**src/design/smem_pkg.sv**
```systemverilog
package smem_pkg;

	// ------------------------------------------------------------------------
	// field widths of one match interval and one read result
	// ------------------------------------------------------------------------
	localparam int COORD_W    = 33;
	localparam int INFO_W     = 14;
	localparam int INTERVAL_W = INFO_W + 3 * COORD_W;
	localparam int READ_NUM_W = 8;
	localparam int MEM_SIZE_W = 7;
	localparam int RET_W      = 32;

	// header fields sit at the bottom, rest of the half is zero
	localparam int HDR_PAD_W = INTERVAL_W - READ_NUM_W - MEM_SIZE_W - RET_W;

	// one suffix-array interval, info on top
	typedef struct packed {
		logic [INFO_W-1:0]  info;
		logic [COORD_W-1:0] x2;
		logic [COORD_W-1:0] x1;
		logic [COORD_W-1:0] x0;
	} interval_t;

	// per-read summary
	typedef struct packed {
		logic [MEM_SIZE_W-1:0] mem_size;
		logic [RET_W-1:0]      ret;
	} read_result_t;

	// header beat payload, same width as an interval
	typedef struct packed {
		logic [HDR_PAD_W-1:0]  pad;
		logic [READ_NUM_W-1:0] read_num;
		logic [MEM_SIZE_W-1:0] mem_size;
		logic [RET_W-1:0]      ret;
	} beat_hdr_t;

	// one output beat, two intervals wide
	typedef struct packed {
		interval_t hi;
		interval_t lo;
	} out_beat_t;

endpackage

```
**src/design/buf_ctrl_pkg.sv**
```systemverilog
package buf_ctrl_pkg;

	localparam int SLOT_W = 7;

	// ------------------------------------------------------------------------
	// output packer FSM
	// ------------------------------------------------------------------------
	typedef enum logic [2:0] {
		IDLE    = 3'd0,
		REQUEST = 3'd1,
		HEADER  = 3'd2,
		DATA    = 3'd3,
		GAP     = 3'd4,
		FINISH  = 3'd5
	} pack_state_e;

	// ------------------------------------------------------------------------
	// write strobes
	// ------------------------------------------------------------------------

	// interval write; toward a lane, read_num holds the local index
	typedef struct packed {
		logic [smem_pkg::READ_NUM_W-1:0] read_num;
		logic [SLOT_W-1:0]               slot;
		smem_pkg::interval_t             data;
	} interval_wr_t;

	// count and return code for one read
	typedef struct packed {
		logic [smem_pkg::READ_NUM_W-1:0] read_num;
		smem_pkg::read_result_t          result;
	} result_wr_t;

endpackage

```
**src/design/read_dispatch.sv**
```systemverilog
`timescale 1ns/1ns

module read_dispatch #(
	parameter int NUM_LANES      = 2,
	parameter int READS_PER_LANE = 4
) (
	input  logic                       clk,
	input  logic                       reset_n,

	input  logic                       interval_wr_valid,
	input  buf_ctrl_pkg::interval_wr_t interval_wr,
	input  logic                       result_wr_valid,
	input  buf_ctrl_pkg::result_wr_t   result_wr,
	input  logic [7:0]                 batch_size,

	// one write strobe per lane
	output logic [NUM_LANES-1:0]       lane_wr_valid,
	output buf_ctrl_pkg::interval_wr_t lane_wr [NUM_LANES],

	// result table lookup for the packer
	input  logic [7:0]                 res_index,
	output smem_pkg::read_result_t     res_data,
	output logic                       all_done
);

	localparam int LANE_W    = $clog2(NUM_LANES);
	localparam int MAX_READS = NUM_LANES * READS_PER_LANE;
	localparam int RD_W      = $clog2(MAX_READS);

	smem_pkg::read_result_t     res_table [MAX_READS];
	logic [LANE_W-1:0]          wr_lane;
	buf_ctrl_pkg::interval_wr_t local_wr;
	logic [7:0]                 done_cnt;

	// ------------------------------------------------------------------------
	// interval routing
	// ------------------------------------------------------------------------

	// lane from the low bits, local index from the rest
	assign wr_lane = interval_wr.read_num[LANE_W-1:0];

	always_comb begin
		local_wr          = interval_wr;
		local_wr.read_num = interval_wr.read_num >> LANE_W;
	end

	// payload only moves for the lane that owns the read
	always_ff @(posedge clk) begin
		for (int l = 0; l < NUM_LANES; l++) begin
			if (interval_wr_valid && wr_lane == LANE_W'(l)) begin
				lane_wr[l] <= local_wr;
			end
		end
	end

	// ------------------------------------------------------------------------
	// result table
	// ------------------------------------------------------------------------
	always_ff @(posedge clk) begin
		if (result_wr_valid) begin
			res_table[result_wr.read_num[RD_W-1:0]] <= result_wr.result;
		end
	end

	assign res_data = res_table[res_index[RD_W-1:0]];

	// strobes and batch completion
	always_ff @(posedge clk) begin
		if (reset_n) begin
			lane_wr_valid <= '0;
			done_cnt      <= '0;
			all_done      <= 1'b0;
		end else begin
			for (int l = 0; l < NUM_LANES; l++) begin
				lane_wr_valid[l] <= interval_wr_valid && wr_lane == LANE_W'(l);
			end
			if (result_wr_valid) begin
				done_cnt <= done_cnt + 8'd1;
			end
			// sticky until reset
			if (done_cnt == batch_size && batch_size != 8'd0) begin
				all_done <= 1'b1;
			end
		end
	end

endmodule

```
**config.mk**
```make
export PLATFORM = sky130hd
export DESIGN_NAME = read_dispatch
export DESIGN_NICKNAME = d
export VERILOG_FILES = /design/src/design/smem_pkg.sv /design/src/design/buf_ctrl_pkg.sv /design/src/design/read_dispatch.sv
export SDC_FILE = /design/constraint.sdc
export NUM_CORES = 1
export LEC_CHECK = 0
export ABC_CLOCK_PERIOD_IN_PS = 7900
export BUFFER_PORTS_ARGS = -buffer_cell sky130_fd_sc_hd__buf_2
export CAP_MARGIN = 20
export CORE_UTILIZATION = 53
export CTS_CLUSTER_SIZE = 40
export DETAILED_ROUTE_END_ITERATION = 10
export PLACE_DENSITY = 0.79
export SLEW_MARGIN = 20
export SYNTH_ARGS = -nofsm -noshare
export SYNTH_HDL_FRONTEND = slang
export SYNTH_SLANG_ARGS = --single-unit
```
**constraint.sdc**
```tcl
create_clock -name clk -period 7.9 [get_ports clk]
set_input_delay 0 -clock clk [delete_from_list [all_inputs] [get_ports clk]]
set_output_delay 0 -clock clk [all_outputs]
set_load 0.02 [all_outputs]
```
Word level (Yosys, flattened, before mapping)
Memories as Yosys holds them, arrays and structs flattened.
Index checks and enable logic that the tools add are counted.
{ "totals": {"romBits": 0, "latch_bits": 0, "memories": 1, "ramBits": 312, "out_inout_bits": 298, "reg_bits": 265} }
{ "op_classes": {"reduce_logical": 4, "multipliers": 0, "mux": 2, "magnitude_cmp": 0, "addsub": 1, "n_eq_ne": 1, "shift": 0, "n_bitwise": 1, "n_div": 0} }
{ "memory_table": {"columns": ["memory", "depth", "width", "rd", "rd_clocked_by_memory_dff", "wr", "line", "text"], "rows": [
  ["res_table", 8, 39, 1, 0, 1, "read_dispatch.sv:30", "smem_pkg::read_result_t res_table [MAX_READS];"]
]} }
{ "op_table": {"columns": ["operator", "count"], "rows": [
  ["8-bit by 1-bit adder with 8-bit output (second input constant)", 1],
  ["8-bit equality test", 1],
  ["8-bit nonzero test", 1],
  ["1-bit logical AND", 3],
  ["1-bit two-way mux", 2],
  ["1-bit inverter", 1]
]} }

Longest topological paths before layout
{ "logic_depth": {"depth_word": 2, "depth_mapped": 5, "depth_no_buf": 4} }

Worst setup path before layout
Ideal clock, no wire load.
{ "synth_timing": {"kind": "input-to-reg", "startpoint": "in interval_wr[120] (netlist bit)", "endpoint": "reg lane_wr[128] (netlist bit) (enable)", "path_slack_ns": 1.631, "path_stages": 1, "arrival_ns": 5.637, "t_required_ns": 7.268, "n_path_buf": 0, "setup_time_ns": 0.632, "path_cell_list": "nor2b_1"} }
{ "synth_via": {"elab_chain_cells": 2} }
{ "synth_rtl": {"columns": ["item", "line", "text"], "rows": [
  ["start, declared", "read_dispatch.sv:11", "input buf_ctrl_pkg::interval_wr_t interval_wr,"],
  ["1-bit inverter", "read_dispatch.sv:50", "if (interval_wr_valid && wr_lane == LANE_W'(l)) begin"],
  ["1-bit logical AND", "read_dispatch.sv:50", null],
  ["end signal, assigned by index", "read_dispatch.sv:51", "lane_wr[l] <= local_wr;"],
  ["end, declared", "read_dispatch.sv:18", "output buf_ctrl_pkg::interval_wr_t lane_wr [NUM_LANES],"]
]} }
No other way between the ends.
A chain may end at the register's enable or synchronous reset.

Final worst setup path
{ "layout_timing": {"startpoint": "in interval_wr[120] (netlist bit)", "endpoint": "reg lane_wr[168] (netlist bit) (enable)"} }
The elaborated chain is that of the path after synthesis.

==> results.sh <==
export IMPL_timing_rr_start="done_cnt[0]"
export IMPL_timing_hold_worst_start="result_wr[41]"
export IMPL_relSlewSlack_pct=33.5
export IMPL_intPower_uw=5170
export IMPL_clock_path_buffers=3
export IMPL_hold_class="input pin to flop"
export IMPL_switching_power_uw=1550
export IMPL_drive_gt1_share_pct=45.7
export IMPL_synth_flop_cell="edfxtp_1"
export IMPL_fin_util_pct=72.0
export IMPL_yosysWarnings=0
export IMPL_switching_share_pct=23.0
export IMPL_rows=70
export IMPL_p_leak_uw=0.00976
export IMPL_seq_power_share_pct=53.1
export IMPL_synthCells=780
export IMPL_setup_viol=0
export IMPL_cp_required_ns=8.10
export IMPL_synth_seq_cells=577
export IMPL_layout_commonest_cell="edfxtp_1"
export IMPL_drtAntennaViolNets=0
export IMPL_cts_htree_levels=2
export IMPL_status="finished clean"
export IMPL_maxSlewViolCount=0
export IMPL_grt_pass1_vias=11797
export IMPL_wl_per_cell_um=27.0
export IMPL_cts_sinks=577
export IMPL_yosysSeqAreaShare_pct=86.0
export IMPL_clock_skew_ns=0.00115
export IMPL_synth_edff_count=566
export IMPL_vias=11234
export IMPL_tightest_slew_ns=0.998
export IMPL_fp_dieH_um=196
export IMPL_criticalPathCategory="input pin to flop"
export IMPL_place_area_mm2=0.0231
export IMPL_rsz0062_at_grt="false"
export IMPL_crit_path_end_kind="flop"
export IMPL_cts_resized_gates=0
export IMPL_fmax_ghz=0.372
export IMPL_crit_chain="dlygate4sd3_1 -> buf_2 -> nor2b_4 -> buf_4 -> buf_4"
export IMPL_layout_common_cells="566 x edfxtp_1, 478 x buf_2, 176 x dlygate4sd3_1"
export IMPL_coreArea_mm2=0.0369
export IMPL_worst_slack_ns=5.21
export IMPL_hold_violations=0
export IMPL_critPathLaunchType="input pin"
export IMPL_drt_initial_drc_count=1013
export IMPL_ys_types=31
export IMPL_cpMostUsedCell="buf_4"
export IMPL_drv_cap=0
export IMPL_critPathMaxStageDelay_ns=0.78
export IMPL_insertion_delay_ns=0.58
export IMPL_p_comb_share_pct=9.3
export IMPL_port_buffers=480
export IMPL_initial_core_util_pct=54.3
export IMPL_peakVddDrop_v=0.000215
export IMPL_syn_cell_area_mm2=0.0200
export IMPL_nets=1677
export IMPL_drt_total_wl_mm=55.1
export IMPL_hold_slack_ns=0.0274
export IMPL_pre_cts_slack_ns=5.25
export IMPL_cts_setup_buffers=0
export IMPL_area_growth_pct=32.6
export IMPL_root_buffer="clkbuf_16"
export IMPL_gr_total_overflow=0
export IMPL_tritoncts="built"
export IMPL_path_max_fanout=70
export IMPL_stdcell_area_mm2=0.0266
export IMPL_power_density_mw_per_mm2=253
export IMPL_io_pins=493
export IMPL_worstPathArrival_ns=2.89
export IMPL_grt_max_degree=79
export IMPL_period_share_pct=34.0
export IMPL_antenna_found_initial=13
export IMPL_cp_startpoint="interval_wr[120]"
export IMPL_cp_slowest_cell="buf_4"
export IMPL_grt_pass1_wl_mm=78.6
export IMPL_hpwl_mm=32.7
export IMPL_track_usage_pct=28.8
export IMPL_async_reset_ff_share_pct=0
export IMPL_setup_tns_ns=0
export IMPL_vias_per_cell=5.51
export IMPL_avgSynthCellArea_um2=25.7
export IMPL_gp_congestion=0.919
export IMPL_die_area_mm2=0.0386
export IMPL_first_pass_iters=7
export IMPL_clk_pin_slew_ns=0.06
export IMPL_die_x_um=196
export IMPL_min_period_ns=2.69
export IMPL_cts_buffers=54
export IMPL_drcViolationCount=0
export IMPL_pwr_share_clk_pct=37.6
-- critical path, delay by kind of cell --
family | cells | cell delay (ns)
buffers and inverters | 4 | 2.02
and+or+nand+nor | 1 | 0.74
-- logic make-up (layout without fill, tap and decap cells) --
| group | after synthesis | count (layout) | share of synthesized area, % |
|---|---|---|---|
| DFF | 577 | 577 | 86.0 |
| muxes | 119 | 119 | 11.4 |
| and+or+nand+nor | 37 | 37 | 0.931 |
| buffers and inverters | 27 | 771 | 0.887 |
| xor gates and xnor gates | 12 | 12 | 0.525 |
| AOI/OAI and AO/OA | 6 | 6 | 0.156 |
| adders and majority gates | 1 | 1 | 0.0625 |
| other | 1 | 12 | 0.0187 |
-- area by class of cell --
class,count,area (um^2)
Antenna cell,10,25.0
Clock buffer,64,1410
Clock inverter,36,287
Fill cell,2109,10300
Inverter,1,3.75
Multi-Input combinational cell,177,2700
Sequential cell,577,17200
Tap cell,504,631
Timing Repair Buffer,670,4290
-- per-layer routing --
| layer | vias to the layer above | wire [um] | global-route usage (%) |
|---|---|---|---|
| li1 | 4666 | - | - |
| met4 | 4 | 2540 | 13.5 |
| met1 | 5766 | 19400 | 35.1 |
| met5 | - | 23 | 0 |
| met3 | 130 | 4500 | 6.33 |
| met2 | 668 | 28700 | 49.4 |
-- Yosys cell counts (2+ instances only) --
cell	instances	area, um^2
mux4_2	78	1760
clkbuf_1	10	37.5
dfxtp_1	11	220
buf_12	3	60.1
buf_2	10	50.1
edfxtp_1	566	17000
xor2_1	11	96.3
nor4_1	3	18.8
o21ai_0	2	10.0
mux2_2	19	214
buf_4	2	15.0
a21oi_1	3	15.0
nand2_1	6	22.5
mux2i_1	2	20.0
or3_1	2	12.5
nand2b_1	3	18.8
mux2_4	20	300
nor3_1	3	15.0
nand4_1	3	18.8
nor2_1	12	45.0
-- stage by stage --
stage          total power, uW  cells
5_1_grt                   6890   2036
2_1_floorplan             3920    781
6_report                  6720   2039
3_5_place_dp              4160   1752
3_3_place_gp              4140   1752
4_1_cts                   6710   2028
-- power by group through the flow --
stage	Clock [uW]	Combinational [uW]	Sequential [uW]
after floorplan	0	177	3740
after global placement	0	532	3610
after detailed placement	0	542	3620
after CTS	2530	618	3560
after global routing	2660	649	3570
final	2530	626	3570
-- worst paths after layout --
kind                     endpoint  slack (ns)  cells after the start
setup / recovery     lane_wr[168]        5.21                      5
hold / removal    res_table[4][0]        0.03                      3
setup reg to reg         all_done        5.94                      4
hold reg to reg       done_cnt[7]        0.52                      2
-- flip-flops by register name, indices dropped and copies added (netlist names) --
signal,flops
res_table,312
all_done,1
done_cnt,8
lane_wr,254
lane_wr_valid,2
-- what timing repair did --
action | CTS | global route
hold endpoints to repair | 606 | 0
setup endpoints to repair | 0 | 0
hold buffers | 176 | 0
(Power assumes the default switching activity.)
