## config.mk

```make
export PLATFORM = sky130hd
export DESIGN_NAME = output_packer
export DESIGN_NICKNAME = d
export VERILOG_FILES = /design/src/design/smem_pkg.sv /design/src/design/buf_ctrl_pkg.sv /design/src/design/output_packer.sv
export SDC_FILE = /design/constraint.sdc
export NUM_CORES = 1
export LEC_CHECK = 0
export BUFFER_PORTS_ARGS = -buffer_cell sky130_fd_sc_hd__buf_2
export CAP_MARGIN = 15
export CELL_PAD_IN_SITES_DETAIL_PLACEMENT = 0
export CELL_PAD_IN_SITES_GLOBAL_PLACEMENT = 1
export CORE_AREA = 3 3 288 290
export CTS_CLUSTER_DIAMETER = 120
export DETAILED_ROUTE_END_ITERATION = 16
export DIE_AREA = 0 0 291 293
export GPL_TIMING_DRIVEN = 0
export PLACE_DENSITY_LB_ADDON = 0.1
export SLEW_MARGIN = 20
export SYNTH_ARGS = -nofsm -noshare
export SYNTH_HDL_FRONTEND = slang
export SYNTH_SLANG_ARGS = --single-unit
```

## constraint.sdc

```tcl
create_clock -name clk -period 6.6 [get_ports clk]
set_input_delay 0.33 -clock clk [delete_from_list [all_inputs] [get_ports clk]]
set_output_delay 0.33 -clock clk [all_outputs]
set_load 0.05 [all_outputs]
```

## src/design/smem_pkg.sv

```systemverilog
package smem_pkg;

	// ------------------------------------------------------------------------
	// field widths of one match interval and one read result
	// ------------------------------------------------------------------------
	localparam int COORD_W    = 33;
	localparam int INFO_W     = 14;
	localparam int INTERVAL_W = INFO_W + 3 * COORD_W;
	localparam int READ_NUM_W = 8;
	localparam int MEM_SIZE_W = 7;
	localparam int RET_W      = 32;

	// header fields sit at the bottom, rest of the half is zero
	localparam int HDR_PAD_W = INTERVAL_W - READ_NUM_W - MEM_SIZE_W - RET_W;

	// one suffix-array interval, info on top
	typedef struct packed {
		logic [INFO_W-1:0]  info;
		logic [COORD_W-1:0] x2;
		logic [COORD_W-1:0] x1;
		logic [COORD_W-1:0] x0;
	} interval_t;

	// per-read summary
	typedef struct packed {
		logic [MEM_SIZE_W-1:0] mem_size;
		logic [RET_W-1:0]      ret;
	} read_result_t;

	// header beat payload, same width as an interval
	typedef struct packed {
		logic [HDR_PAD_W-1:0]  pad;
		logic [READ_NUM_W-1:0] read_num;
		logic [MEM_SIZE_W-1:0] mem_size;
		logic [RET_W-1:0]      ret;
	} beat_hdr_t;

	// one output beat, two intervals wide
	typedef struct packed {
		interval_t hi;
		interval_t lo;
	} out_beat_t;

endpackage

```

## src/design/buf_ctrl_pkg.sv

```systemverilog
package buf_ctrl_pkg;

	localparam int SLOT_W = 7;

	// ------------------------------------------------------------------------
	// output packer FSM
	// ------------------------------------------------------------------------
	typedef enum logic [2:0] {
		IDLE    = 3'd0,
		REQUEST = 3'd1,
		HEADER  = 3'd2,
		DATA    = 3'd3,
		GAP     = 3'd4,
		FINISH  = 3'd5
	} pack_state_e;

	// ------------------------------------------------------------------------
	// write strobes
	// ------------------------------------------------------------------------

	// interval write; toward a lane, read_num holds the local index
	typedef struct packed {
		logic [smem_pkg::READ_NUM_W-1:0] read_num;
		logic [SLOT_W-1:0]               slot;
		smem_pkg::interval_t             data;
	} interval_wr_t;

	// count and return code for one read
	typedef struct packed {
		logic [smem_pkg::READ_NUM_W-1:0] read_num;
		smem_pkg::read_result_t          result;
	} result_wr_t;

endpackage

```

## src/design/output_packer.sv

```systemverilog
`timescale 1ns/1ns

module output_packer #(
	parameter int NUM_LANES      = 2,
	parameter int READS_PER_LANE = 4,
	parameter int SLOTS          = 8
) (
	input  logic                              clk,
	input  logic                              reset_n,
	input  logic [7:0]                        batch_size,
	input  logic                              all_done,
	input  logic                              output_permit,

	// result table lookup
	output logic [7:0]                        res_index,
	input  smem_pkg::read_result_t            res_data,

	// lane read ports, address shared by all lanes
	output logic [$clog2(READS_PER_LANE)-1:0] lane_rd_index,
	output logic [$clog2(SLOTS)-1:0]          lane_rd_slot_a,
	output logic [$clog2(SLOTS)-1:0]          lane_rd_slot_b,
	input  smem_pkg::interval_t               lane_rd_data_a [NUM_LANES],
	input  smem_pkg::interval_t               lane_rd_data_b [NUM_LANES],

	output logic                              output_request,
	output logic                              output_valid,
	output smem_pkg::out_beat_t               output_data,
	output logic                              output_finish
);

	localparam int LANE_W = $clog2(NUM_LANES);
	localparam int IDX_W  = $clog2(READS_PER_LANE);
	localparam int SLOT_W = $clog2(SLOTS);
	localparam int SIZE_W = smem_pkg::MEM_SIZE_W;

	buf_ctrl_pkg::pack_state_e state;
	logic [7:0]                rd_ptr;
	logic [SIZE_W-1:0]         cnt;
	logic [SIZE_W-1:0]         sent;
	logic                      stalled_q;
	logic [LANE_W-1:0]         lane_sel;
	smem_pkg::interval_t       hold_a;
	smem_pkg::interval_t       hold_b;
	smem_pkg::interval_t       src_a;
	smem_pkg::interval_t       src_b;
	smem_pkg::beat_hdr_t       hdr;
	logic                      odd_tail;
	logic                      last_beat;

	assign res_index     = rd_ptr;
	assign lane_sel      = rd_ptr[LANE_W-1:0];
	assign lane_rd_index = rd_ptr[LANE_W +: IDX_W];

	// ------------------------------------------------------------------------
	// lane data, with a skid copy across stalls
	// ------------------------------------------------------------------------

	// addresses run one pair ahead, so after a stall the lanes already show
	// the next pair; the copy taken in the first stalled cycle is the one due
	always_ff @(posedge clk) begin
		if (!stalled_q) begin
			hold_a <= lane_rd_data_a[lane_sel];
			hold_b <= lane_rd_data_b[lane_sel];
		end
	end

	assign src_a = stalled_q ? hold_a : lane_rd_data_a[lane_sel];
	assign src_b = stalled_q ? hold_b : lane_rd_data_b[lane_sel];

	// last pair of the read, hi half empty if odd
	assign odd_tail  = (sent + SIZE_W'(1) == cnt);
	assign last_beat = (sent + SIZE_W'(2) >= cnt);

	always_comb begin
		hdr          = '0;
		hdr.read_num = rd_ptr;
		hdr.mem_size = res_data.mem_size;
		hdr.ret      = res_data.ret;
	end

	// ------------------------------------------------------------------------
	// request / permit FSM
	// ------------------------------------------------------------------------
	always_ff @(posedge clk) begin
		if (reset_n) begin
			state          <= buf_ctrl_pkg::IDLE;
			output_request <= 1'b0;
			output_valid   <= 1'b0;
			output_finish  <= 1'b0;
			output_data    <= '0;
			rd_ptr         <= '0;
			cnt            <= '0;
			sent           <= '0;
			lane_rd_slot_a <= '0;
			lane_rd_slot_b <= SLOT_W'(1);
			stalled_q      <= 1'b0;
		end else begin
			stalled_q <= !output_permit;
			if (state == buf_ctrl_pkg::IDLE) begin
				// request goes out without waiting for permit
				if (all_done) begin
					output_request <= 1'b1;
					state          <= buf_ctrl_pkg::REQUEST;
				end
			end else if (output_permit) begin
				case (state)
					buf_ctrl_pkg::REQUEST: begin
						state <= buf_ctrl_pkg::HEADER;
					end
					buf_ctrl_pkg::HEADER: begin
						output_valid   <= 1'b1;
						output_data.lo <= smem_pkg::interval_t'(hdr);
						output_data.hi <= '0;
						cnt            <= res_data.mem_size;
						sent           <= '0;
						// slots 0/1 were addressed here, move on to 2/3
						lane_rd_slot_a <= lane_rd_slot_a + SLOT_W'(2);
						lane_rd_slot_b <= lane_rd_slot_b + SLOT_W'(2);
						if (res_data.mem_size == '0) begin
							state <= buf_ctrl_pkg::GAP;
						end else begin
							state <= buf_ctrl_pkg::DATA;
						end
					end
					buf_ctrl_pkg::DATA: begin
						output_valid   <= 1'b1;
						output_data.lo <= src_a;
						if (odd_tail) begin
							output_data.hi <= '0;
						end else begin
							output_data.hi <= src_b;
						end
						sent           <= sent + SIZE_W'(2);
						lane_rd_slot_a <= lane_rd_slot_a + SLOT_W'(2);
						lane_rd_slot_b <= lane_rd_slot_b + SLOT_W'(2);
						if (last_beat) begin
							state <= buf_ctrl_pkg::GAP;
						end
					end
					buf_ctrl_pkg::GAP: begin
						// idle beat, point at the next read's first pair
						output_valid   <= 1'b0;
						rd_ptr         <= rd_ptr + 8'd1;
						lane_rd_slot_a <= '0;
						lane_rd_slot_b <= SLOT_W'(1);
						if (rd_ptr + 8'd1 == batch_size) begin
							state <= buf_ctrl_pkg::FINISH;
						end else begin
							state <= buf_ctrl_pkg::HEADER;
						end
					end
					buf_ctrl_pkg::FINISH: begin
						output_valid   <= 1'b0;
						output_finish  <= 1'b1;
						output_request <= 1'b0;
					end
					default: begin
						state <= buf_ctrl_pkg::IDLE;
					end
				endcase
			end
		end
	end

endmodule

```

### Yosys cells after proc, flatten, opt, wreduce, memory -nomap -nowiden

Index checks and enable logic that the tools add are counted.
Widths: inputs -> output; s select.

* equal/unequal tests: 10
* order comparisons: 2
* bitwise operators: 2
* muxes and demuxes: 25
* $add $sub $neg: 5
* reductions and logical operators: 18

Operators with widths (count)
* $mux 113: 9
* $pmux 226 s2: 1
* $reduce_and 3->1: 7
* $mux 3: 6
* $pmux 3 s5: 1
* $pmux 7 s2: 1
* $pmux 3 s2: 2
* $reduce_bool 2->1: 5
* $add 8x1->8 const B: 1
* $eq 8x8->1: 1
* $add 7x1->7 const B: 1
* $add 7x2->7 const B: 1
* $eq 7x7->1: 1
* $ge 7x7->1: 1
* $logic_not 7->1: 1
* $add 3x2->3 const B: 2
* $eq 3x2->1 const B: 2
* $eq 3x3->1 const B: 2
* $mux 1: 4
* $ne 2x2->1 const B: 2
* $reduce_and 4->1: 1
* $reduce_or 2->1: 2
* $eq 3x1->1 const B: 1
* $logic_not 3->1: 1
* 6 further kinds: 6

* register bits: 487
* bits of input ports: 503

### Logic depth before layout (Yosys ltp)

Gate-level depths: netlist (run 1).

* word-level depth: 7
* depth in mapped cells: 10
* mapped depth without buffers: 9

### Worst setup path before layout (run 1)

OpenSTA, ideal clock, no wires.

* path type: register to register
* start point: register sent[1]
* end point: register state[2]
* data arrival time: 2.057 ns
* clock period less this slack: 2.132 ns
* path slack: 4.468 ns
* cell stages (with the launch flop): 10
* path through: dfxtp_1 > ha_1 > nand3_1 > xnor2_1 > ha_1 > o21a_1 > o21ai_0 > a221o_1 > a2111o_1 > a31oi_1

* word-level cells in the longest chain between the ends: 4

RTL lines
* from (decl): line output_packer.sv:39 `logic [SIZE_W-1:0] sent;`
* from (signal assigned): line output_packer.sv:133 `sent <= sent + SIZE_W'(2);`
* $add 7x2->7: line output_packer.sv:72 `assign last_beat = (sent + SIZE_W'(2) >= cnt);`
* $ge 7x7->1: line output_packer.sv:72
* $ne 3x3->1 (no source line)
* $reduce_and 4->1 (no source line)
* to (signal assigned): line output_packer.sv:86 `state <= buf_ctrl_pkg::IDLE;`
* to (signal assigned): line output_packer.sv:103 `state <= buf_ctrl_pkg::REQUEST;`
* to (signal assigned): line output_packer.sv:108 `state <= buf_ctrl_pkg::HEADER;`
* to (decl): line output_packer.sv:36 `buf_ctrl_pkg::pack_state_e state;`

No other way between the ends.
A chain may end at the register's enable or synchronous reset.

==> results of run 1 <==
-- flip-flops by register name, indices dropped and copies added, names as in the netlist --
signal / cells
lane_rd_slot_b: 3
sent: 6
output_finish: 1
stalled_q: 1
output_data: 226
hold_b: 113
lane_rd_slot_a: 2
state: 3
hold_a: 113
output_valid: 1
cnt: 7
output_request: 1
res_index: 8
-- critical path, cell delays in order, from the launching register on --
cell and delay [ns]:
dfxtp_1 0.32, buf_2 0.36, buf_2 0.46, buf_2 0.45, buf_2 0.37, nand2_1 0.08, o21ai_0 0.22, a22oi_1 0.17
nor2_1 0.14
-- per-stage QoR --
stage | utilization, % | setup WS (ns) | cells | power (mW) | hold WS (ns)
2_1_floorplan | - | 4.47 | 2035 | 4.36 | 0.434
3_3_place_gp | 29.9 | 3.76 | 3840 | 4.95 | 0.426
3_5_place_dp | 29.9 | 3.75 | 3840 | 4.97 | 0.428
4_1_cts | 32.4 | 3.73 | 3950 | 8.32 | 0.0221
5_1_grt | 32.4 | 3.63 | 3953 | 8.57 | 0.0429
6_report | 32.4 | 3.94 | 3955 | 8.17 | 0.0730
-- power groups by stage --
stage | combinational, mW | clock [mW] | sequential, mW
2_1_floorplan | 0.681 | 0 | 3.68
3_3_place_gp | 1.62 | 0 | 3.33
3_5_place_dp | 1.63 | 0 | 3.34
4_1_cts | 1.64 | 3.41 | 3.28
5_1_grt | 1.75 | 3.52 | 3.30
6_report | 1.61 | 3.28 | 3.28
-- what timing repair did --
action	CTS	global route
hold buffers	6	0
resized for setup	0	0
endpoints found under the hold margin	6	0
-- Yosys cell counts, types with 5 or more instances --
| cell | n | share of area (%) |
|---|---|---|
| a211oi_1 | 51 | 2.0 |
| a21oi_1 | 18 | 0.47 |
| a22oi_1 | 182 | 7.2 |
| buf_1 | 8 | 0.16 |
| buf_2 | 66 | 1.7 |
| buf_4 | 12 | 0.47 |
| buf_6 | 5 | 0.30 |
| clkbuf_1 | 84 | 1.7 |
| dfxtp_1 | 485 | 51 |
| ha_1 | 8 | 0.53 |
| inv_1 | 14 | 0.28 |
| mux2i_1 | 274 | 14 |
| nand2_1 | 246 | 4.9 |
| nand3_1 | 7 | 0.18 |
| nor2_1 | 251 | 5.0 |
| o21ai_0 | 240 | 6.3 |
| xnor2_1 | 13 | 0.60 |
| xor2_1 | 11 | 0.51 |
-- per-layer routing --
layer / GRT usage [%] / routed length [um]
met3: 4.16 / 4680
met2: 32.4 / 40700
met1: 21.3 / 33400
met4: 5.15 / 2180
met5: 0 / 13
-- worst max-delay path by stage --
stage / start / endpoint / slack (ns) / cells after the start
after floorplan: sent[1] / state[2] / 4.47 / 9
final: stalled_q / output_data[225] / 3.94 / 8
after detailed placement: stalled_q / output_data[225] / 3.75 / 8
after CTS: stalled_q / output_data[225] / 3.73 / 8
after global placement: stalled_q / output_data[225] / 3.76 / 8
after global routing: stalled_q / output_data[225] / 3.63 / 8
-- area by class of cell --
class | count | area, um^2
antenna | 4 | 10.0
buffer | 176 | 827
clock buffer | 88 | 1720
clock inverter | 16 | 241
fill | 8583 | 54400
inverter | 14 | 52.6
multi-input combinational | 1360 | 8440
sequential | 485 | 9710
tap | 1060 | 1330
timing repair buffer | 752 | 3800
-- cells by family (layout without fill, tap and decap cells) --
group	count (synthesis)	count (layout)	synth area share [%]
xor gates and xnor gates	24	24	1.10
muxes	274	274	14.4
adders and majority gates	8	8	0.526
other	1	5	0.0197
buffers and inverters	190	1046	4.62
AOI/OAI and AO/OA	516	516	17.0
and+or+nand+nor	537	537	11.3
DFF	485	485	51.0
==> results.md, run 1 <==
- DP HPWL: 62,700 um
- PD cells: 313 nW/um^2
- TritonCTS Sinks: 485
- RSZ-0062 raised after global routing: false
- Core area: 80,500 um^2
- Number of setup violations in the final report: 0
- Lkg Pwr: 11.2 nW
- Row count: 104
- Worst reg-to-reg setup slack: 3.94 ns
- Worst Path Required: 7.14 ns
- Input/output buffers: 745
- Crit path time final: 2.66 ns
- DRC Markers: 0
- Max Cap Viol: 0
- Global-route wire length before repair: 117,000 um
- EDFF count, synth: 0
- Layout cell share with drive strength beyond 1: 31.9%
- Commonest cells after routing, fill and taps aside: buf_2 (811), dfxtp_1 (485), mux2i_1 (274), nor2_1 (251), nand2_1 (246)
- Register-to-Register Path Depth: 8
- Cts bufs inserted: 57
- TritonCTS clock tree: built
- Die Wd: 291 um
- Skew-Pair Late Insertion Delay: 0.61 ns
- Full die area: 85,300 um^2
- Via count: 17,815
- Die height: 293 um
- Cells on Worst Hold Path: 3
- Routed WL: 80,900 um
- R2R Path End: output_data[225]
- Status: finished clean
- Synth async-reset ratio: 0%
- Critical Path AT: 3.20 ns
- RD Place Congestion: 0.800
- Sw Share: 30.4%
- Hold path start: res_data[0]
- Nets: 3,357
- Final Hold Vio Count: 0
- Main synth FF type: dfxtp_1
- Synth Area per Inst: 9.35 um^2
- Initial antenna violation count: 10
- Cell area after layout: 26,100 um^2
- Post-CTS setup buffers: 0
- Avg WL per Cell: 20.5 um
- TritonRoute pass-1 iters: 5
- Synthesized flop and latch total: 485
- Largest net degree at the start of global routing: 15
- Maximum fanout along the worst path: 11
- Grt ovf: 0
- Root buf cell: clkbuf_16
- Clk_skew: 0.0145 ns
- Clk pwr share: 40.1%
- Synth Cell Area: 19,000 um^2
- Least-Margin Pin Slew: 0.954 ns
- CP Class: reg -> reg
- Synthesis-to-layout area growth: 37.3%
- Seq pwr share: 40.1%
- Crit path launch type: register
- Io pins: 748
- Net Switching: 2.48 mW
- Seq/Total Area, Yosys: 51.0%
- Comb power frac: 19.8%
- Rel. slew slack: 36.4%
- Clk pin slew, worst setup/hold paths: 0.06 ns
- Placed cell areas: 24,100 um^2
- Int Pwr: 5.69 mW
- Global Route Usage Sum: 18.0%
- Syn nets: 2,546
- # H-tree levels: 2
- VDD IR-drop max: 0.175 mV
- F_max: 0.376 GHz
- DRT antenna net count: 0
- Slew Viols, Final: 0
- Clock buffer depth: 3
- Vias/cell: 4.50
- Final TNS setup: 0 ns
- Worst Hold Class: in -> reg
- Most common cell after layout, fill and taps aside: buf_2
- Vias in the first global route: 18,222
- Hold Path Sink: output_data[0]
- Cell variety after synth: 57
- DR iter-0 viols: 829
- Worst R2R Start: stalled_q
- Crit end category: register
- Initial cell density of the core: 23.6%
- Cells after synthesis: 2,035
- Period utilisation layout: 40.3%
- Synth warn: 0
Note: power is estimated with default switching activity, not from simulation.
==> run 2: changes to the inputs <==
Settings changed: CORE_AREA 3 3 288 290 to 3 3 287 289, DIE_AREA 0 0 291 293 to 0 0 290 292.
Clock period 6.6 ns to 2.5 ns, I/O delays scaled along.
==> results.md, run 2 (synthesized netlist as in run 1, its figures left out) <==
- Status: finished clean
- Met3 WL: 4290 um (-8.4%)
- R2R Path End: hold_a[88]
- Fill count: 8,234 (-4.1%)
- CP top delay family: buffers and inverters
- Post-CTS setup buffers: 0 (unchanged)
- Lkg Pwr: 13.1 nW (+17%)
- Worst Hold Class: in -> reg
- Crit path launch type: register
- Clk_skew: 0.0200 ns (+0.00553 ns)
- Critical Path AT: 2.84 ns (-0.36 ns)
- # H-tree levels: 2 (unchanged)
- Maximum fanout along the worst path: 10 (-1)
- TritonCTS Sinks: 485 (unchanged)
- Critical path buffers and inverters: 4 (unchanged)
- Commonest cells after routing, fill and taps aside: buf_2 (797), dfxtp_1 (484), dlygate4sd3_1 (464), mux2i_1 (274), nor2_1 (251)
- Crit-path slowest cell: dlygate4sd3_1
- Worst reg-to-reg setup slack: 0.13 ns (-3.81 ns)
- Top reg by flops: output_data
- Nets: 3,813 (+14%)
- Full die area: 84,700 um^2 (-0.68%)
- Avg WL per Cell: 19.3 um (-5.6%)
- Worst R2R Start: res_index[0]
- Crit end category: register
- Routed WL: 85,100 um (+5.2%)
- Clock buffer depth: 3 (unchanged)
- Least-Margin Pin Slew: 1.08 ns (+0.130 ns)
- VDD IR-drop max: 0.402 mV (+130%)
- Root buf cell: clkbuf_16
- Rel. slew slack: 27.7% (-8.7 points)
- Slew Viols, Final: 0 (unchanged)
- Skew-Pair Late Insertion Delay: 0.60 ns (about the same)
- Vias in the first global route: 20,647 (+13%)
- Layout cell share with drive strength beyond 1: 27.7% (-4.2 points)
- Die Wd: 290 um (-0.34%)
- Max reg flops: 226 (unchanged)
- Global Route Usage Sum: 19.3% (+1.3 points)
- Most common cell after layout, fill and taps aside: buf_2
- Cell area after layout: 30,600 um^2 (+17%)
- Placed cell areas: 24,100 um^2 (unchanged)
- Wl on met1: 35,200 um (+5.4%)
- Initial cell density of the core: 23.7% (+0.12 points)
- DP HPWL: 62,700 um (about the same)
- WP depth: 6 (-2)
- DRC Markers: 0 (unchanged)
- Grt ovf: 0 (unchanged)
- Clk pin slew, worst setup/hold paths: 0.06 ns (about the same)
- TritonRoute pass-1 iters: 5 (unchanged)
- Max Cap Viol: 0 (unchanged)
- TritonCTS clock tree: built
- RD Place Congestion: 0.808 (+1.1%)
- Final Hold Vio Count: 0 (unchanged)
- Max Used Layer: met5
- Global-route wire length before repair: 127,000 um (+8.4%)
- Die height: 292 um (-0.34%)
- DR iter-0 viols: 749 (-9.7%)
- Number of setup violations in the final report: 0 (unchanged)
- Initial antenna violation count: 3 (-7)
- Register-to-Register Path Depth: 6 (-2)
- Crit-path max cell delay: 0.60 ns (+0.14 ns)
- PD cells: 705 nW/um^2 (+130%)
- Io pins: 748 (unchanged)
- RSZ-0062 raised after global routing: false
- CP Launch Point: res_index[0]
- Core area: 80,200 um^2 (-0.48%)
- CP Class: reg -> reg
- CP endpoint: hold_a[88]
- Input/output buffers: 745 (unchanged)
- Vias/cell: 4.46 (-1.0%)
- Row count: 104 (unchanged)
- F_max: 0.422 GHz (+12%)
- WL met2: 43,500 um (+7.1%)
- Period utilisation layout: 94.9% (+55 points)
- Biggest registers after layout: output_data: 226 flops, hold_a: 113 flops, hold_b: 113 flops
- DRT antenna net count: 0 (unchanged)
- Cts bufs inserted: 56 (-1.8%)
- Worst Path Required: 2.97 ns (-4.17 ns)
- Via count: 19,660 (+10%)
- Crit path time final: 2.37 ns (-0.289 ns)
- Synthesis-to-layout area growth: 60.7%
- Worst-path cell chain: clkbuf_4 > buf_4 > buf_2 > mux2i_1 > o21ai_0 > dlygate4sd3_1
- Largest net degree at the start of global routing: 14 (-1)
- Post-layout util: 38.2% (+5.7 points)
run 2: changes by cell type in the layout (fill, tap and decap cells not counted), sizes merged:
cell         change
diode            -2
clkbuf           +6
bufinv           -5
clkinv           +8
buf             -11
dlygate4sd3    +458
run 2: worst min-delay path by stage:
stage	depth (start not counted)	end	slack, ns	from
global route	3	hold_b[25]	0.02	lane_rd_data_b[138]
global placement	3	cnt[0]	0.42	res_data[32]
CTS	3	hold_a[102]	0.002	lane_rd_data_a[215]
finish	3	hold_a[102]	0.03	lane_rd_data_a[215]
detailed placement	1	lane_rd_slot_b[0]	0.43	lane_rd_slot_b[0]
floorplan	2	cnt[0]	0.26	res_data[32]
run 2: area by class of cell:
class                           count  area [um^2]  share of cell area [%]
Antenna cell                        2         5.00                  0.0164
Buffer                            176          868                    2.84
Clock buffer                       84         1670                    5.45
Clock inverter                     19          138                   0.450
Inverter                           14         52.6                   0.172
Multi-Input combinational cell   1360         8440                    27.6
Sequential cell                   485         9710                    31.7
Tap cell                         1060         1330                    4.34
Timing Repair Buffer             1209         8370                    27.4
run 2: routing by layer:
| metal | global-route usage (%) | up-vias |
|---|---|---|
| li1 | - | 9687 |
| met4 | 4.92 | 2 |
| met1 | 22.9 | 9310 |
| met5 | 0 | - |
| met3 | 3.89 | 117 |
| met2 | 35.4 | 544 |
run 2: power breakdown:
part           internal, mW  switching [mW]
combinational          1.85            3.06
clock                  4.70            3.32
sequential             8.39           0.263
run 2: worst reg2reg max path: stages (launching register included):
cell and delay, ns:
dfxtp_1 0.35, clkbuf_4 0.25, buf_4 0.28, buf_2 0.36
mux2i_1 0.28, o21ai_0 0.14, dlygate4sd3_1 0.60
run 2: timing repair:
item / 4_1_cts / 5_1_grt
resized for setup: 5 / 19
endpoints found under the hold margin: 263 / 0
cloned: 0 / 0
hold buffers: 464 / 0
endpoints found under the setup margin: 93 / 128
run 2: per-stage QoR:
step | hold WS (ns) | cells | power (mW) | setup WS, ns | setup TNS [ns]
global route | 0.0169 | 4408 | 22.6 | 0.00411 | 0
CTS | 0.00204 | 4407 | 21.9 | 0.00396 | 0
global placement | 0.423 | 3840 | 13.1 | -0.331 | -2.90
finish | 0.0292 | 4409 | 21.6 | 0.128 | 0
detailed placement | 0.426 | 3840 | 13.1 | -0.353 | -3.70
floorplan | 0.261 | 2035 | 11.5 | 0.368 | 0
==> run 3: changes to the inputs <==
Settings changed: BUFFER_PORTS_ARGS -buffer_cell sky130_fd_sc_hd__buf_2 to default, CORE_AREA 3 3 287 289 to 3 3 289 291, DIE_AREA 0 0 290 292 to 0 0 292 294, DONT_BUFFER_PORTS from default to 1.
==> results.md, run 3 (synthesized netlist as in run 1, its figures left out) <==
- Status: finished clean
- DR iter-0 viols: 846 (+13%)
- Synthesis-to-layout area growth: 42.9%
- DP HPWL: 59,500 um (-5.1%)
- Final Hold Vio Count: 0 (unchanged)
- Clk_skew: 0.0167 ns (-0.00328 ns)
- Nets: 3,100 (-19%)
- Worst Path Required: 2.99 ns (+0.02 ns)
- Die Wd: 292 um (+0.69%)
- RD Place Congestion: 0.762 (-5.7%)
- Initial cell density of the core: 23.6% (-0.19 points)
- RSZ-0062 raised after global routing: false
- Vias in the first global route: 18,128 (-12%)
- Top reg by flops: output_data
- CP Class: reg -> reg
- Most common cell after layout, fill and taps aside: dlygate4sd3_1
- Placed cell areas: 20,400 um^2 (-15%)
- Crit path launch type: register
- Clk pwr share: 38.4% (+1.2 points)
- Input/output buffers: 0 (-100%)
- TritonCTS clock tree: built
- Hold slack: 0.0443 ns (+0.0152 ns)
- Clk pin slew, worst setup/hold paths: 0.06 ns (about the same)
- Initial antenna violation count: 8 (+5)
- Largest net degree at the start of global routing: 20 (+6)
- Crit-path slowest cell: dlygate4sd3_1
- Worst setup margin: 0.154 ns (+0.0257 ns)
- Hold path start: lane_rd_data_a[28]
- Slew Viols, Final: 0 (unchanged)
- Final TNS setup: 0 ns (unchanged)
- Cell area after layout: 27,200 um^2 (-11%)
- Lkg Pwr: 9.90 nW (-24%)
- Number of setup violations in the final report: 0 (unchanged)
- Max reg flops: 226 (unchanged)
- Root buf cell: clkbuf_16
- Cts bufs inserted: 57 (+1.8%)
- Clock buffer depth: 3 (unchanged)
- Pre-CTS WS: -0.831 ns (-0.477 ns)
- Crit end category: register
- Net Switching: 6.54 mW (-1.5%)
- TritonCTS Sinks: 485 (unchanged)
- TritonRoute pass-1 iters: 5 (unchanged)
- DRT antenna net count: 0 (unchanged)
- Rel. slew slack: 34.9% (+7.1 points)
- Maximum fanout along the worst path: 10 (unchanged)
- DRC Markers: 0 (unchanged)
- Max Cap Viol: 0 (unchanged)
- Worst Hold Class: in -> reg
- Period utilisation layout: 93.8% (-1.0 points)
- Layout cell share with drive strength beyond 1: 6.81% (-21 points)
- CP top delay family: buffers and inverters
- CP Launch Point: res_index[0]
- Overall power: 21.1 mW (-2.3%)
- Skew-Pair Late Insertion Delay: 0.60 ns (about the same)
- Full die area: 85,800 um^2 (+1.4%)
- Worst-path cell chain: buf_6 > buf_6 > buf_4 > mux2i_1 > o21ai_0 > dlygate4sd3_1
- Core area: 80,800 um^2 (+0.81%)
- Crit path time final: 2.35 ns (-0.0257 ns)
- Avg WL per Cell: 22.4 um (+16%)
- Global-route wire length before repair: 120,000 um (-5.1%)
- # H-tree levels: 2 (unchanged)
- Sw Share: 31.0% (+0.26 points)
- Global Route Usage Sum: 18.6% (-0.73 points)
- Seq pwr share: 46.2% (+6.1 points)
- VDD IR-drop max: 0.399 mV (-0.95%)
- Io pins: 748 (unchanged)
- F_max: 0.426 GHz (+1.1%)
- Grt ovf: 0 (unchanged)
- Routed WL: 82,800 um (-2.7%)
- PD cells: 775 nW/um^2 (+9.9%)
- Die height: 294 um (+0.68%)
- Worst R2R Start: res_index[0]
- Most repeated library cell on the critical path: buf_6
- Commonest cells after routing, fill and taps aside: dlygate4sd3_1 (497), dfxtp_1 (479), mux2i_1 (271), nor2_1 (251), nand2_1 (246)
- Critical path buffers and inverters: 4 (unchanged)
- Row count: 104 (unchanged)
- Critical Path AT: 2.83 ns (about the same)
- Vias/cell: 4.63 (+3.9%)
- Via count: 17,111 (-13%)
- Biggest registers after layout: output_data: 226 flops, hold_a: 113 flops, hold_b: 113 flops
- Int Pwr: 14.5 mW (-2.7%)
- Comb power frac: 15.4% (-7.3 points)
- Least-Margin Pin Slew: 0.977 ns (-0.107 ns)
- Crit-path max cell delay: 0.59 ns (about the same)
run 3: cell count changes in the layout (fill, tap and decap cells not counted), sizes merged, moves of 3 or more:
cell         before  now
buf             826   86
clkinv           14    2
clkinvlp          3    0
diode             2    6
dlygate4sd3     464  497
run 3: power by group through the flow:
stage	clock network [mW]	logic [mW]	registers (mW)
floorplan	0	1.80	9.71
global placement	0	2.59	9.92
detailed placement	0	2.62	9.92
CTS	8.42	3.29	9.76
global route	8.68	3.61	9.81
finish	8.09	3.25	9.74
run 3: final timing paths:
| check | endpoint | cells past startpoint | slack [ns] |
|---|---|---|---|
| max | hold_a[45] | 6 | 0.15 |
| min | output_data[28] | 4 | 0.04 |
| max reg2reg | hold_a[45] | 6 | 0.15 |
| min reg2reg | hold_a[43] | 2 | 0.47 |
run 3: final cells by class:
type	instances	area, um^2
fill	8235	53600
buffer	174	865
timing repair buffer	497	4970
clock inverter	6	87.6
sequential	485	9720
multi-input combinational	1360	8480
antenna	6	15.0
inverter	14	52.6
tap	1060	1330
clock buffer	91	1670
run 3: what timing repair did:
action | 4_1_cts | 5_1_grt
endpoints found under the setup margin | 353 | 106
hold buffers | 497 | 0
endpoints found under the hold margin | 404 | 0
setup buffers | 0 | 0
cloned | 0 | 0
pin swaps | 0 | 0
gates resized for setup | 16 | 21
run 3: worst min-delay path, stage by stage:
cell and delay [ns]:
mux2i_1 0.13, o21ai_0 0.11, mux2i_1 0.14, a211oi_1 0.08
run 3: per-stage QoR:
stage               instances  util, %
floorplan                2035        -
global placement         3095     25.2
detailed placement       3095     25.2
CTS                      3687     33.6
global route             3688     33.6
finish                   3693     33.6
run 3: per-layer routing:
metal / vias to the layer above / part of all wire [%] / GRT usage (%)
met4: 6 / 4.2 / 7.79
li1: 8266 / - / -
met2: 607 / 49 / 32.4
met3: 168 / 6.8 / 5.15
met1: 8064 / 40 / 21.4
met5: - / 0.054 / 0
